==> src/cache_params.svh <==
`ifndef CACHE_PARAMS_SVH
`define CACHE_PARAMS_SVH

// geometry of the cache.
`define CACHE_LINES 16
`define LINE_WORDS 4

// the backing store covers 4 KiB in lines of four words.
`define MEM_LINES 256

// cycles from a line-memory start to its done pulse, at least one.
`define MEM_LATENCY 4

// initial memory word at word address w is w ^ MEM_SEED.
`define MEM_SEED 32'h5a5a_0000

`endif

==> src/cache_pkg.sv <==
`include "cache_params.svh"

package cache_pkg;

    // byte address as seen by the cache. The zero field and the upper two tag
    // bits stay zero inside the 4 KiB space.
    typedef struct packed {
        logic [17:0] zero;
        logic [5:0]  tag;
        logic [3:0]  index;
        logic [1:0]  word;
        logic [1:0]  byte_ofs;
    } cache_fields_t;

    typedef union packed {
        logic [31:0]   raw;
        cache_fields_t fields;
    } cache_addr_u;

    typedef struct packed {
        logic        cyc;
        logic        stb;
        logic        we;
        cache_addr_u adr;
        logic [31:0] dat;
    } wb_req_t;

    typedef struct packed {
        logic        ack;
        logic [31:0] dat;
    } wb_rsp_t;

    typedef struct packed {
        logic [5:0] tag;
        logic       dirty;
        logic       valid;
    } tag_entry_t;

    typedef logic [`LINE_WORDS-1:0][31:0] line_t; // word 0 in the low bits.

    // one line transfer; addr is the line number {tag[3:0], index}.
    typedef struct packed {
        logic       start;
        logic       write;
        logic [7:0] addr;
        line_t      line;
    } mem_cmd_t;

    typedef struct packed {
        logic  done;
        line_t line;
    } mem_rsp_t;

endpackage

==> src/cache_controller.sv <==
`include "cache_params.svh"

module cache_controller (
    input  logic                  clk,
    input  logic                  rstn,
    input  cache_pkg::wb_req_t    wb_req,
    output cache_pkg::wb_rsp_t    wb_rsp,
    output logic [3:0]            index,
    output logic [5:0]            req_tag,
    input  cache_pkg::tag_entry_t entry,
    input  logic                  hit,
    input  logic                  ready,
    output logic                  tag_we,
    output cache_pkg::tag_entry_t wentry,
    input  cache_pkg::line_t      line,
    output logic [1:0]            word,
    output logic                  word_we,
    output logic [31:0]           wdata,
    output logic                  fill_we,
    output cache_pkg::line_t      fill_line,
    output cache_pkg::mem_cmd_t   mem_cmd,
    input  cache_pkg::mem_rsp_t   mem_rsp
);

    typedef enum logic [2:0] {
        S_IDLE, S_LOOKUP, S_COMPARE, S_WRBACK, S_FETCH, S_FILL, S_ACK
    } state_t;

    state_t state;
    state_t state_nx;

    logic             issue;
    logic             issue_write;
    logic [7:0]       issue_addr;
    logic             start_q;
    logic             pending;
    logic             cmd_write;
    logic [7:0]       cmd_addr;
    cache_pkg::line_t cmd_line;
    cache_pkg::line_t fill_q;

    // both stores are indexed straight from the held request address.
    assign index   = wb_req.adr.fields.index;
    assign req_tag = wb_req.adr.fields.tag;
    assign word    = wb_req.adr.fields.word;
    assign wdata   = wb_req.dat;

    assign wb_rsp  = '{ack: state == S_ACK, dat: line[word]};

    assign word_we   = (state == S_ACK) && wb_req.we;
    assign fill_we   = (state == S_FILL);
    assign fill_line = fill_q;
    assign tag_we    = word_we || fill_we;
    assign wentry    = '{tag: req_tag, dirty: state == S_ACK, valid: 1'b1}; // fill is clean.

    always_comb begin
        state_nx = state;
        case (state)
            S_IDLE:    if (ready && wb_req.cyc && wb_req.stb) state_nx = S_LOOKUP;
            S_LOOKUP:  state_nx = S_COMPARE;
            S_COMPARE: begin
                if (hit) begin
                    state_nx = S_ACK;
                end else if (entry.valid && entry.dirty) begin
                    state_nx = S_WRBACK;
                end else begin
                    state_nx = S_FETCH;
                end
            end
            S_WRBACK:  if (mem_rsp.done) state_nx = S_FETCH;
            S_FETCH:   if (mem_rsp.done) state_nx = S_FILL;
            S_FILL:    state_nx = S_LOOKUP; // read again so the retry sees the new line.
            S_ACK:     state_nx = S_IDLE;
            default:   state_nx = S_IDLE;
        endcase
    end

    // a miss starts either the write-back or the fetch, and the end of a
    // write-back starts the fetch.
    always_comb begin
        issue       = 1'b0;
        issue_write = 1'b0;
        issue_addr  = {req_tag[3:0], index};
        if (state == S_COMPARE && !hit) begin
            issue       = 1'b1;
            issue_write = entry.valid && entry.dirty;
            if (issue_write) begin
                issue_addr = {entry.tag[3:0], index}; // victim line.
            end
        end else if (state == S_WRBACK && mem_rsp.done) begin
            issue = 1'b1;
        end
    end

    always_ff @(posedge clk) begin
        if (!rstn) begin
            state   <= S_IDLE;
            start_q <= 1'b0;
            pending <= 1'b0;
        end else begin
            state   <= state_nx;
            start_q <= issue;
            if (start_q) begin
                pending <= 1'b1;
            end else if (mem_rsp.done) begin
                pending <= 1'b0;
            end
        end
    end

    always_ff @(posedge clk) begin
        if (issue) begin
            cmd_write <= issue_write;
            cmd_addr  <= issue_addr;
            cmd_line  <= line;
        end
        if (state == S_FETCH && mem_rsp.done) begin
            fill_q <= mem_rsp.line;
        end
    end

    assign mem_cmd = '{start: start_q, write: cmd_write, addr: cmd_addr, line: cmd_line};

    a_ack_in_cycle : assert property (
        @(posedge clk) disable iff (!rstn)
        wb_rsp.ack |-> wb_req.cyc && wb_req.stb
    );

    a_one_transfer : assert property (
        @(posedge clk) disable iff (!rstn)
        start_q |-> !pending
    );

    a_addr_in_range : assert property (
        @(posedge clk) disable iff (!rstn)
        wb_req.cyc && wb_req.stb |-> wb_req.adr.raw < 32'(`MEM_LINES * `LINE_WORDS * 4)
    );

endmodule

==> config.mk <==
export PLATFORM = sky130hd
export DESIGN_NAME = cache_controller
export DESIGN_NICKNAME = d
export VERILOG_FILES = /design/src/cache_pkg.sv /design/src/cache_controller.sv
export VERILOG_INCLUDE_DIRS = /design/src
export SDC_FILE = /design/constraint.sdc
export NUM_CORES = 1
export LEC_CHECK = 0
export ABC_AREA = 1
export BUFFER_PORTS_ARGS = -buffer_cell sky130_fd_sc_hd__buf_2
export CORE_AREA = 8 8 261 263
export DETAILED_ROUTE_END_ITERATION = 8
export DIE_AREA = 0 0 269 271
export PLACE_DENSITY = 0.37
export SLEW_MARGIN = 20
export SYNTH_ARGS = -nofsm -noshare
export SYNTH_HDL_FRONTEND = slang
export SYNTH_SLANG_ARGS = --single-unit
==> constraint.sdc <==
create_clock -name clk -period 19.64 [get_ports clk]
set_input_delay 5.892 -clock clk [delete_from_list [all_inputs] [get_ports clk]]
set_output_delay 5.892 -clock clk [all_outputs]
set_load 0.02 [all_outputs]
## Yosys cells after proc, flatten, opt, wreduce, memory -nomap -nowiden

Cells that the tools add are included.

- Output and inout bits: 354
- Logic and storage cells: 45
- Bits of input ports: 336
- Register bits: 269

- Equality and inequality tests: 9
- $lt $le $gt $ge: 1
- Reductions and logical operators: 11
- Muxes and demuxes: 12

Operator list:

| cell | count |
|---|---|
| binary-select mux 32 bit (select 2 bit) | 1 |
| two-way mux 32 bit | 1 |
| case mux 3 bit (6 select lines) | 1 |
| two-way mux 8 bit | 2 |
| two-way mux 3 bit | 5 |
| equality test 3 bit, second input constant | 3 |
| logical AND 1 bit | 7 |
| equality test 3 x 2 -> 1 bit, second input constant | 2 |
| != test 2 bit, second input constant | 3 |
| equality test 3 x 1 -> 1 bit, second input constant | 1 |
| logical NOT 3 bit | 1 |
| < comparator 2 x 3 -> 1 bit, second input constant | 1 |
| AND reduction 3 bit | 1 |
| two-way mux 1 bit | 2 |
| logical NOT 1 bit | 1 |
| logical OR 1 bit | 1 |

## Depth between registers and ports, before layout

Gate-level depths: netlist of run 1.

- Word-level depth: 4
- Depth in mapped cells: 7
- Mapped depth without buffers: 7

## Worst setup path after synthesis of run 1

Ideal clock, no wire load.

- Kind: input -> output
- Start point: input wb_req[34] in the netlist's numbering
- End point: output wb_rsp[13] in the netlist's numbering
- Slack: 7.012 ns
- Buffers on the path: 2
- Required time: 13.748 ns
- Stages on the path: 5
- Data arrival time: 6.736 ns
- Cell sequence: buf_4 -> inv_2 -> buf_2 -> o21ai_0 -> o22ai_1

RTL lines:

| item | RTL line | RTL |
|---|---|---|
| from (decl) | cache_controller.sv:6 | `input cache_pkg::wb_req_t wb_req,` |
| to (decl) | cache_controller.sv:7 | `output cache_pkg::wb_rsp_t wb_rsp,` |

==> results.md, run 1 <==
- Detailed placer's ending HPWL: 32,700 um
- Leading cell type in the layout, fill and taps excluded: sky130_fd_sc_hd__buf_2
- Internal reg-to-reg setup slack: between 15 and 20 ns
- Result of the run: completed
- Global-route wire length before repair: ~56,000 um
- Highest clock frequency the design can meet: 0.0733 GHz
- Post-place instance area: 0.0132 sq mm
- Async S/R FF share, synth: 0%
- Worst slack on hold paths: 0.571 ns
- Critical Path AT: 7.75 ns
- Fraction of final layout cells with drive strength greater than 1: 57.4%
- Worst VDD drop: approximately 0.055 mV
- Routed length per instance: a little over 20 um
- Area overhead of the layout relative to synthesis: 49.0%
- Shortest period the worst path allows: approximately 14 ns
- Worst Hold Class: reg2reg
- Worst slew margin relative to its limit: 33.7%
- Worst Path Max Fanout: 33
- Quantity of hold-fixing buffers added after cts: 0
- Number of filler cells placed in the layout: 6,906
- Die height: 271 um
- Die width: 269 um
- Clock transition time at the flip-flop clock pins of the worst setup and hold paths: 0.05 ns
- Number of global-route vias before repair: 7,683
- Effective utilization at floorplan: 15.0%
- Static leakage: 5.75 nW
- Register Area: 0.00804 sq mm
- Number of buffers inserted by port buffering: 596
- Total global-route track usage: 10.7%
- CTS root buf: sky130_fd_sc_hd__clkbuf_16
- Internal power component: 0.00108 W
- Cell accounting for the most synthesized area: sky130_fd_sc_hd__edfxtp_1
- Clk sink count: 269
- Post-detailed-routing wire length: around 42,000 um
- Start-to-end type of the worst setup path: in2out
- Non-Filler Cell Area, Final: 0.0143 sq mm
- Part of the total power dissipated in the clock network: roughly two fifths
- Sort of element at the end of the critical path: output port
- Overall overflow remaining after global route: 0
- Switching share of power: about a quarter
- Setup violation total in the final timing report: 0
- Main synth FF type: sky130_fd_sc_hd__edfxtp_1
- Cell types occupying the most area after synthesis: sky130_fd_sc_hd__edfxtp_1 (83%), sky130_fd_sc_hd__buf_4 (4.5%), sky130_fd_sc_hd__o21ai_0 (3.1%)
- Seq pwr share: between 40% and 50%
- Overall Power: roughly 0.0015 W
- Final-report max-slew violation count: 0
- Core Region: 0.0639 sq mm
- Clock tree skew after final layout: 0.0123 ns
- Net count, final: 1,469
- Post-CTS Setup Repair Bufs: 0
- Number of flops mapped to enable cells by yosys: 265
- Multi-input combinational cell area: approximately 0.0010 sq mm
- Initial antenna violation count: 9
- Placed Cells: between 1.5k and 2k
- Die footprint: about 0.073 sq mm
- TritonCTS clock tree: yes
- Weighted congestion at the end of routability-driven global placement: 0.758
- Power per unit of standard cell area: 102 mW/mm^2
- Clock buffers created by TritonCTS: 34
- Cells after Synth: around 570
- Clock Latency Late Sink: between 0.5 and 0.6 ns
- Synthesis-stage register bit count: 269
- Detail-routed via count per cell: ~3.5
- Maximum number of pins on one net before global-route repair: 73
- Clock tree buffer depth: 3
- Slew at the pin closest to its max-slew limit: 0.995 ns
- Unrepaired setup endpoints after global routing: no
- Syn_nets: approximately 900
- Startpoint type of the worst setup path: input port
- Number of warnings issued by yosys: 0
- Vias: 7,056
- Number of DRC markers after the initial detailed-route iteration: 424
- Number of endpoints with negative hold slack in the final report: 0
- Total negative setup slack: 0 ns
- Switching Power: 0.000375 W
- Fraction of the cycle the final worst path needs: 69.4%
- Initial DRT Pass Iterations: 4
- Total number of H-tree levels: 2
- Synth top area share: around 83%
- Remaining DRCs: 0
- Placement row count: 93
- Avg Inst Size Synth: between 15 and 20 sq um
- Post-cts gate resize count: 0
- Gate power share: 11.9%
- Max Cap Violations: 0
- Seq/Total Area, Yosys: 83.8%
- Total I/O pin count: slightly below 700
- Count of placed standard cells in the final layout, fillers left out: 2,017
- Number of distinct standard cells referenced by the synthesized netlist: 22
- Number of antenna-violating nets in the routed design: 0
- Critical path required time: 13.75 ns
- Post-synthesis instance area: 0.00960 sq mm
- Commonest cells after routing, fill and taps aside: sky130_fd_sc_hd__buf_2 (596), sky130_fd_sc_hd__edfxtp_1 (265), sky130_fd_sc_hd__nor2_1 (68), sky130_fd_sc_hd__o21ai_0 (60), sky130_fd_sc_hd__clkbuf_16 (35)
-- worst max-delay path, cell delays in order --
cell                      delay, ns
sky130_fd_sc_hd__buf_2         0.10
sky130_fd_sc_hd__buf_4         0.29
sky130_fd_sc_hd__inv_2         0.68
sky130_fd_sc_hd__o21ai_0       0.24
sky130_fd_sc_hd__o22ai_1       0.26
sky130_fd_sc_hd__buf_2         0.24
-- cell type report --
class                   count  share of cell area [%]
flip-flops and latches    269                    56.2
clock inverters            16                    1.05
repair buffers            604                    21.3
well taps                 855                    7.48
diodes                      6                   0.105
clock buffers              43                    6.34
multi-input cells         210                    7.13
inverters                  14                   0.368
-- through the flow --
| stage | worst slack (ns) | utilization [%] |
|---|---|---|
| after floorplan | 7.01 | - |
| after global routing | 5.79 | 22.4 |
| after CTS | 5.86 | 22.3 |
| after global placement | 5.84 | 20.7 |
| after detailed placement | 5.87 | 20.7 |
| final | 6.00 | 22.4 |
-- worst paths after layout --
path	start	end	cells after the start
worst max-delay path	wb_req[35]	wb_rsp[24]	6
worst min-delay path	state[2]	state[2]	2
worst max register to register	state[0]	fill_line[71]	5
worst min register to register	state[2]	state[2]	2
-- synthesized netlist by cell type (4+ instances only) --
master / number
sky130_fd_sc_hd__buf_4: 58
sky130_fd_sc_hd__inv_1: 10
sky130_fd_sc_hd__inv_2: 4
sky130_fd_sc_hd__nand2_1: 25
sky130_fd_sc_hd__clkbuf_1: 7
sky130_fd_sc_hd__o21ai_0: 60
sky130_fd_sc_hd__o22ai_1: 32
sky130_fd_sc_hd__nor2_1: 69
sky130_fd_sc_hd__buf_2: 7
sky130_fd_sc_hd__o21ai_1: 7
sky130_fd_sc_hd__nand3_1: 5
sky130_fd_sc_hd__edfxtp_1: 265
sky130_fd_sc_hd__dfxtp_1: 4
-- layer usage --
| layer | vias to the layer above | GRT usage [%] | share of wire, % |
|---|---|---|---|
| li1 | 3209 | - | - |
| met1 | 3354 | 10.9 | 36 |
| met2 | 401 | 19.1 | 50 |
| met3 | 88 | 4.35 | 11 |
| met4 | 4 | 4.77 | 3.6 |
| met5 | - | 0 | 0.065 |
-- state kept, by name (all words and copies together), names as in the netlist --
register / cells
mem_cmd: 128
fill_line: 128
state: 3
cmd_write: 1
start_q: 1
cmd_addr: 8
-- power groups by stage --
stage	sequential, W	combinational (W)	clock [W]
5_1_grt	0.000680	0.000187	0.000650
2_1_floorplan	0.000729	0.0000636	0
6_report	0.000677	0.000172	0.000603
3_5_place_dp	0.000689	0.000178	0
3_3_place_gp	0.000689	0.000178	0
4_1_cts	0.000677	0.000178	0.000628
-- cell families (layout without fill, tap and decap cells) --
group / count (synthesis) / count (layout) / share of synthesized area [%]
flops: 269 / 269 / 83.8
simple gates: 106 / 106 / 4.59
compound gates: 103 / 103 / 5.83
other cells: 1 / 7 / 0.0391
buf+inv: 87 / 677 / 5.78
No activity file was read; power rests on OpenSTA's default activity.
==> run 2, diff against run 1 <==
--- a/config.mk
+++ b/config.mk
@@ -8,10 +8,10 @@
 export LEC_CHECK = 0
 export ABC_AREA = 1
 export BUFFER_PORTS_ARGS = -buffer_cell sky130_fd_sc_hd__buf_2
-export CORE_AREA = 8 8 261 263
+export CORE_AREA = 8 8 260 262
 export DETAILED_ROUTE_END_ITERATION = 8
-export DIE_AREA = 0 0 269 271
-export PLACE_DENSITY = 0.37
+export DIE_AREA = 0 0 268 270
+export PLACE_DENSITY = 0.38
 export SLEW_MARGIN = 20
 export SYNTH_ARGS = -nofsm -noshare
 export SYNTH_HDL_FRONTEND = slang
==> constraint.sdc (replaced) <==
create_clock -name clk -period 12.2 [get_ports clk]
set_input_delay 3.66 -clock clk [delete_from_list [all_inputs] [get_ports clk]]
set_output_delay 3.66 -clock clk [all_outputs]
set_load 0.02 [all_outputs]
==> run 2 against run 1 <==
- worst hold slack got worse by 0.0065 ns
- global-route usage about the same
- power increased by 59%
- cell count increased by 0.15%
- core utilization up 0.060 points
- largest power group unchanged
==> results.md, run 2 (synthesis results as in run 1) <==
- Power per unit of standard cell area: 162 mW/mm^2 (+60%)
- Remaining DRCs: 0 (unchanged)
- Final critical-path setup slack: 2.83 ns (-3.17 ns)
- Final-report max-slew violation count: 0 (unchanged)
- Met1 track utilization from global routing: 10.1% (-0.85 points)
- Max Cap Violations: 0 (unchanged)
- Number of buffers inserted by port buffering: 596 (unchanged)
- TritonCTS clock tree: yes
- Net count, final: 1,470 (+0.068%)
- Share of the core filled with cells in the final layout: 22.4% (+0.060 points)
- Non-Filler Cell Area, Final: 0.0143 sq mm (about the same)
- Critical path's top delay family: buffers and inverters
- Die footprint: 0.0724 sq mm (-0.74%)
- Largest stage delay, worst path: 0.55 ns (-0.13 ns)
- Startpoint type of the worst setup path: input port
- Clock buffers created by TritonCTS: 34 (unchanged)
- Fraction of final layout cells with drive strength greater than 1: 57.6% (+0.16 points)
- Result of the run: completed
- Busiest grt layer: met2
- End of the critical path: wb_rsp[19]
- Critical Path Start: wb_req[34]
- Total negative setup slack: 0 ns (unchanged)
- Worst slack at placement: 2.67 ns (-3.20 ns)
- CTS root buf: sky130_fd_sc_hd__clkbuf_16
- Global routing usage on met2: 19.6% (+0.56 points)
- Weighted congestion at the end of routability-driven global placement: 0.800 (+5.6%)
- Setup violation total in the final timing report: 0 (unchanged)
- Number of filler cells placed in the layout: 6,862 (-0.64%)
- Internal reg-to-reg setup slack: 9.50 ns (-7.37 ns)
- Clk sink count: 269 (unchanged)
- Critical path required time: 8.54 ns (-5.21 ns)
- Met3 capacity usage during global routing: 4.92% (+0.56 points)
- Quantity of hold-fixing buffers added after cts: 0 (unchanged)
- Leading cell type in the layout, fill and taps excluded: sky130_fd_sc_hd__buf_2
- Number of DRC markers after the initial detailed-route iteration: 420 (-0.94%)
- Initial antenna violation count: 12 (+3)
- Highest clock frequency the design can meet: 0.107 GHz
- Effective utilization at floorplan: 15.1% (+0.055 points)
- Vias: 7,089 (+0.47%)
- CP max-delay cell: sky130_fd_sc_hd__buf_4
- Maximum number of pins on one net before global-route repair: 76 (+4.1%)
- Total number of H-tree levels: 2 (unchanged)
- Worst Path Max Fanout: 43 (+30%)
- Start-to-end type of the worst setup path: in2out
- Static leakage: 5.75 nW (about the same)
- Slew at the pin closest to its max-slew limit: 1.05 ns (+0.0596 ns)
- Clock Latency Late Sink: 0.53 ns (about the same)
- Commonest cells after routing, fill and taps aside: sky130_fd_sc_hd__buf_2 (596), sky130_fd_sc_hd__edfxtp_1 (265), sky130_fd_sc_hd__nor2_1 (68), sky130_fd_sc_hd__o21ai_0 (60), sky130_fd_sc_hd__clkbuf_16 (34)
- Sort of element at the end of the critical path: output port
- Clock transition time at the flip-flop clock pins of the worst setup and hold paths: 0.05 ns (about the same)
- Clock tree buffer depth: 3 (unchanged)
- Post-place instance area: 0.0132 sq mm (about the same)
- Total global-route track usage: 10.7% (-0.021 points)
- Unrepaired setup endpoints after global routing: no
- Number of global-route vias before repair: 7,614 (-0.90%)
- Global-route wire length before repair: 55,800 um (-1.1%)
- Total I/O pin count: 690 (unchanged)
- Post-cts gate resize count: 0 (unchanged)
- Critical Path AT: 5.71 ns (-2.04 ns)
- Area overhead of the layout relative to synthesis: 48.8% (about the same)
- Launching point of the worst reg2reg path: state[0]
- Worst Hold Class: reg2reg
- Shortest period the worst path allows: 9.37 ns
- Initial DRT Pass Iterations: 4 (unchanged)
- Routed length per instance: 20.5 um (-1.0%)
- Detailed placer's ending HPWL: 32,200 um (-1.5%)
- Worst VDD drop: 0.100 mV (+82%)
- Clock tree skew after final layout: 0.0125 ns (+0.000129 ns)
- Number of endpoints with negative hold slack in the final report: 0 (unchanged)
- Critical Path, Cell by Cell: buf_2 > buf_4 > inv_2 > buf_4 > o21ai_0 > o22ai_1 > buf_2
- Placement row count: 93 (unchanged)
- Post-CTS Setup Repair Bufs: 0 (unchanged)
- Die height: 270 um (-0.37%)
- Fraction of the cycle the final worst path needs: 76.8%
- Post-detailed-routing wire length: 41,400 um (-0.86%)
- Critical path depth: 7 (+1)
- Endpoint of the lowest-slack register-to-register path: fill_line[48]
- Number of antenna-violating nets in the routed design: 0 (unchanged)
- Worst slew margin relative to its limit: 29.7% (-4.0 points)
- Buf/Inv on CP: 5 (+1)
- Die width: 268 um (-0.37%)
- Depth of the worst register-to-register path: 5 (unchanged)
- Detail-routed via count per cell: 3.51 (+0.32%)
- Core Region: 0.0636 sq mm (-0.36%)
- Overall overflow remaining after global route: 0 (unchanged)
[run 2: changes by cell type in the layout (fill, tap and decap cells not counted)]
cell                         before  now
sky130_fd_sc_hd__bufinv_16        2    1
sky130_fd_sc_hd__inv_6            1    2
sky130_fd_sc_hd__clkinv_8         0    1
sky130_fd_sc_hd__clkinv_2         3    5
sky130_fd_sc_hd__clkinvlp_4       2    1
sky130_fd_sc_hd__clkbuf_8         0    2
sky130_fd_sc_hd__inv_16           1    0
sky130_fd_sc_hd__diode_2          6    7
sky130_fd_sc_hd__clkbuf_16       35   34
sky130_fd_sc_hd__buf_4            8    9
sky130_fd_sc_hd__clkinv_1         6    5
[run 2: per-layer routing]
layer / share of wire, % / vias to the layer above / wire length, um
met5: 0.13 / - / 54
met4: 3.2 / 6 / 1320
met1: 33 / 3373 / 13800
met2: 52 / 416 / 21400
met3: 12 / 89 / 4850
li1: - / 3205 / -
[run 2: power breakdown]
group	internal (W)	switching, W
combinational	0.0000857	0.000191
sequential	0.00108	0.0000131
clock	0.000549	0.000400
total	0.00171	0.000604
[run 2: worst min-delay path by stage]
stage                     startpoint  endpoint  slack (ns)  cells past startpoint
after detailed placement    state[2]  state[2]        0.56                      2
after global routing        state[2]  state[2]        0.62                      2
after floorplan             state[2]  state[2]        0.53                      2
final                       state[2]  state[2]        0.56                      2
after global placement      state[2]  state[2]        0.57                      2
after CTS                   state[2]  state[2]        0.57                      2
[run 2: worst reg2reg max path, stage by stage (launching register included)]
cell and delay, ns:
sky130_fd_sc_hd__dfxtp_1 0.37, sky130_fd_sc_hd__nor2_1 0.18, sky130_fd_sc_hd__nand2_1 0.16, sky130_fd_sc_hd__nor2_4 0.10, sky130_fd_sc_hd__buf_4 0.57, sky130_fd_sc_hd__buf_4 0.83
[run 2: area by class of cell]
cell class / count / area [sq um] / share of cell area, %
timing repair buffer: 605 / 3050 / 21.4
clock inverter: 16 / 124 / 0.868
multi-input combinational: 210 / 1020 / 7.13
clock buffer: 44 / 908 / 6.36
tap: 855 / 1070 / 7.49
sequential: 269 / 8040 / 56.3
antenna: 7 / 17.5 / 0.123
inverter: 14 / 52.6 / 0.368
[run 2: per-stage QoR]
| step | cells | total power [W] | hold WS [ns] |
|---|---|---|---|
| 3_5_place_dp | 1953 | 0.00140 | 0.561 |
| 2_1_floorplan | 566 | 0.00128 | 0.530 |
| 4_1_cts | 2013 | 0.00237 | 0.569 |
| 5_1_grt | 2018 | 0.00242 | 0.615 |
| 3_3_place_gp | 1953 | 0.00140 | 0.565 |
| 6_report | 2020 | 0.00232 | 0.564 |
==> run 3, diff against run 2 <==
==> constraint.sdc (replaced) <==
create_clock -name clk -period 7.8 [get_ports clk]
set_input_delay 2.34 -clock clk [delete_from_list [all_inputs] [get_ports clk]]
set_output_delay 2.34 -clock clk [all_outputs]
set_load 0.02 [all_outputs]
==> run 3 against run 2 <==
- die area is the same
- clock-buffer cell count rose by 3
- non-clock buffer count is 2 higher
- final area increased by 0.69%
- highest routed layer unchanged
- worst hold slack gained 0.0085 ns
- flip-flop and latch count is the same
- setup slack worse by 1.4 ns
==> results.md, run 3 (synthesis results as in run 1) <==
- Result of the run: completed
- Post-detailed-routing wire length: 40,700 um (-1.9%)
- Post-cts gate resize count: 0 (unchanged)
- Total global-route track usage: 10.5% (-0.21 points)
- Leading cell type in the layout, fill and taps excluded: sky130_fd_sc_hd__buf_2
- Initial antenna violation count: 8 (-4)
- Non-Filler Cell Area, Final: 0.0144 sq mm (+0.69%)
- Largest stage delay, worst path: 0.56 ns (about the same)
- Number of DRC markers after the initial detailed-route iteration: 466 (+11%)
- Clock tree skew after final layout: 0.0144 ns (+0.00190 ns)
- Number of buffers inserted by port buffering: 596 (unchanged)
- Launching point of the worst reg2reg path: state[0]
- Weighted congestion at the end of routability-driven global placement: 0.835 (+4.3%)
- CP max-delay cell: sky130_fd_sc_hd__inv_2
- Detailed placer's ending HPWL: 32,500 um (+0.72%)
- Start-to-end type of the worst setup path: in2out
- Remaining DRCs: 0 (unchanged)
- Post-CTS Setup Repair Bufs: 0 (unchanged)
- Number of antenna-violating nets in the routed design: 0 (unchanged)
- Clock buffers created by TritonCTS: 34 (unchanged)
- Placement row count: 93 (unchanged)
- Die footprint: 0.0724 sq mm (unchanged)
- Setup violation total in the final timing report: 0 (unchanged)
- Vias: 7,091 (+0.028%)
- Routed length per instance: 20.2 um (-1.7%)
- Detail-routed via count per cell: 3.52 (+0.18%)
- Final critical-path setup slack: 1.39 ns (-1.44 ns)
- Endpoint of the lowest-slack register-to-register path: fill_line[97]
- Die width: 268 um (unchanged)
- Area overhead of the layout relative to synthesis: 49.8%
- Unrepaired setup endpoints after global routing: no
- Number of endpoints with negative hold slack in the final report: 0 (unchanged)
- Sort of element at the end of the critical path: output port
- Total I/O pin count: 690 (unchanged)
- Worst VDD drop: 0.153 mV (+53%)
- Net count, final: 1,472 (+0.14%)
- Commonest cells after routing, fill and taps aside: sky130_fd_sc_hd__buf_2 (596), sky130_fd_sc_hd__edfxtp_1 (265), sky130_fd_sc_hd__nor2_1 (68), sky130_fd_sc_hd__o21ai_0 (60), sky130_fd_sc_hd__clkbuf_16 (35)
- Critical path required time: 5.46 ns (-3.08 ns)
- Highest clock frequency the design can meet: 0.156 GHz
- Fraction of final layout cells with drive strength greater than 1: 57.6% (unchanged)
- Worst Path Max Fanout: 22 (-49%)
- Quantity of hold-fixing buffers added after cts: 0 (unchanged)
- Depth of the worst register-to-register path: 4 (-1)
- Number of filler cells placed in the layout: 6,864 (+0.029%)
- Worst hold path endpoint: state[2]
- Critical Path AT: 4.07 ns (-1.64 ns)
- Startpoint type of the worst setup path: input port
- Critical path's top delay family: buffers and inverters
- Global-route wire length before repair: 54,800 um (-1.9%)
- Maximum number of pins on one net before global-route repair: 89 (+17%)
- Die height: 270 um (unchanged)
- Fraction of the cycle the final worst path needs: 82.2%
- Total number of H-tree levels: 2 (unchanged)
- Critical Path Start: wb_req[35]
- Overall overflow remaining after global route: 0 (unchanged)
- Total negative setup slack: 0 ns (unchanged)
- Number of global-route vias before repair: 7,568 (-0.60%)
- Final-report max-slew violation count: 0 (unchanged)
- Initial DRT Pass Iterations: 4 (unchanged)
- Placed Cells: 1,955 (+0.10%)
- Worst slew margin relative to its limit: 42.0% (+12 points)
- Max Cap Violations: 0 (unchanged)
- Buf/Inv on CP: 3 (-2)
- Clk sink count: 269 (unchanged)
- Worst Hold Class: reg2reg
- Worst slack on hold paths: 0.573 ns (+0.00855 ns)
- Clock tree buffer depth: 3 (unchanged)
- Internal reg-to-reg setup slack: 5.28 ns (-4.22 ns)
- Core Region: 0.0636 sq mm (unchanged)
- TritonCTS clock tree: yes
- Hold Path Cell Cnt: 2 (unchanged)
- Clock transition time at the flip-flop clock pins of the worst setup and hold paths: 0.05 ns (about the same)
- CTS root buf: sky130_fd_sc_hd__clkbuf_16
- Clock Latency Late Sink: 0.53 ns (about the same)
- Most numerous cell on the critical path: sky130_fd_sc_hd__buf_2
- Slew at the pin closest to its max-slew limit: 0.870 ns (-0.184 ns)
- Shortest period the worst path allows: 6.41 ns
- Count of placed standard cells in the final layout, fillers left out: 2,017 (-0.15%)
- Worst hold start: state[2]
- Critical Path, Cell by Cell: buf_2 > inv_2 > o21ai_0 > o22ai_1 > buf_2
- Effective utilization at floorplan: 15.1% (unchanged)
- Worst slack at placement: 1.31 ns (-1.36 ns)
- Static leakage: 5.80 nW (+0.84%)
- Post-place instance area: 0.0133 sq mm (+0.21%)
- Power per unit of standard cell area: 259 mW/mm^2 (+60%)
## run 3: cell types whose count changed in the layout (fill, tap and decap cells not counted), moves of 2 or more
cell | before | now
sky130_fd_sc_hd__diode_2 | 7 | 4
sky130_fd_sc_hd__clkinv_2 | 5 | 2
sky130_fd_sc_hd__clkinv_1 | 5 | 3
sky130_fd_sc_hd__bufinv_16 | 1 | 4
sky130_fd_sc_hd__clkbuf_1 | 8 | 10
## run 3: layout make-up
| class | count | area (sq um) | area share, % |
|---|---|---|---|
| clock buffers | 47 | 941 | 6.54 |
| clock inverters | 11 | 170 | 1.18 |
| repair buffers | 607 | 3080 | 21.4 |
| multi-input cells | 210 | 1020 | 7.08 |
| diodes | 4 | 10.0 | 0.0696 |
| inverters | 14 | 52.6 | 0.366 |
| well taps | 855 | 1070 | 7.44 |
| flip-flops and latches | 269 | 8040 | 55.9 |
## run 3: worst max-delay path by stage
stage                         to  slack [ns]  cells after the start
global placement       wb_rsp[1]        1.29                      5
CTS                    wb_rsp[1]        1.29                      5
detailed placement     wb_rsp[1]        1.31                      5
finish                 wb_rsp[1]        1.39                      5
global route           wb_rsp[1]        1.27                      5
floorplan           fill_line[0]        1.59                      2
## run 3: tightest hold or removal path: cells and delay by family (launching register included)
kind | cells | cell delay, ns
AO/OA/AOI/OAI | 1 | 0.06
flip-flops | 1 | 0.36
AND/OR/NAND/NOR | 1 | 0.10
## run 3: metrics by stage
step                total power (W)  util (%)
floorplan                   0.00199         -
CTS                         0.00381      22.6
finish                      0.00373      22.6
global placement            0.00218      20.8
detailed placement          0.00218      20.8
global route                0.00389      22.6
## run 3: power breakdown
group / internal [W] / switching [W]
combinational: 0.000136 / 0.000301
clock: 0.000977 / 0.000608
sequential: 0.00168 / 0.0000195
## run 3: routing by layer
metal | wire length [um] | GRT usage, % | vias up | share of wire, %
met4 | 2210 | 6.07 | 2 | 5.4
met3 | 4810 | 4.70 | 110 | 12
li1 | - | - | 3203 | -
met5 | 13 | 0 | - | 0.032
met1 | 14200 | 10.6 | 3323 | 35
met2 | 19500 | 17.8 | 453 | 48
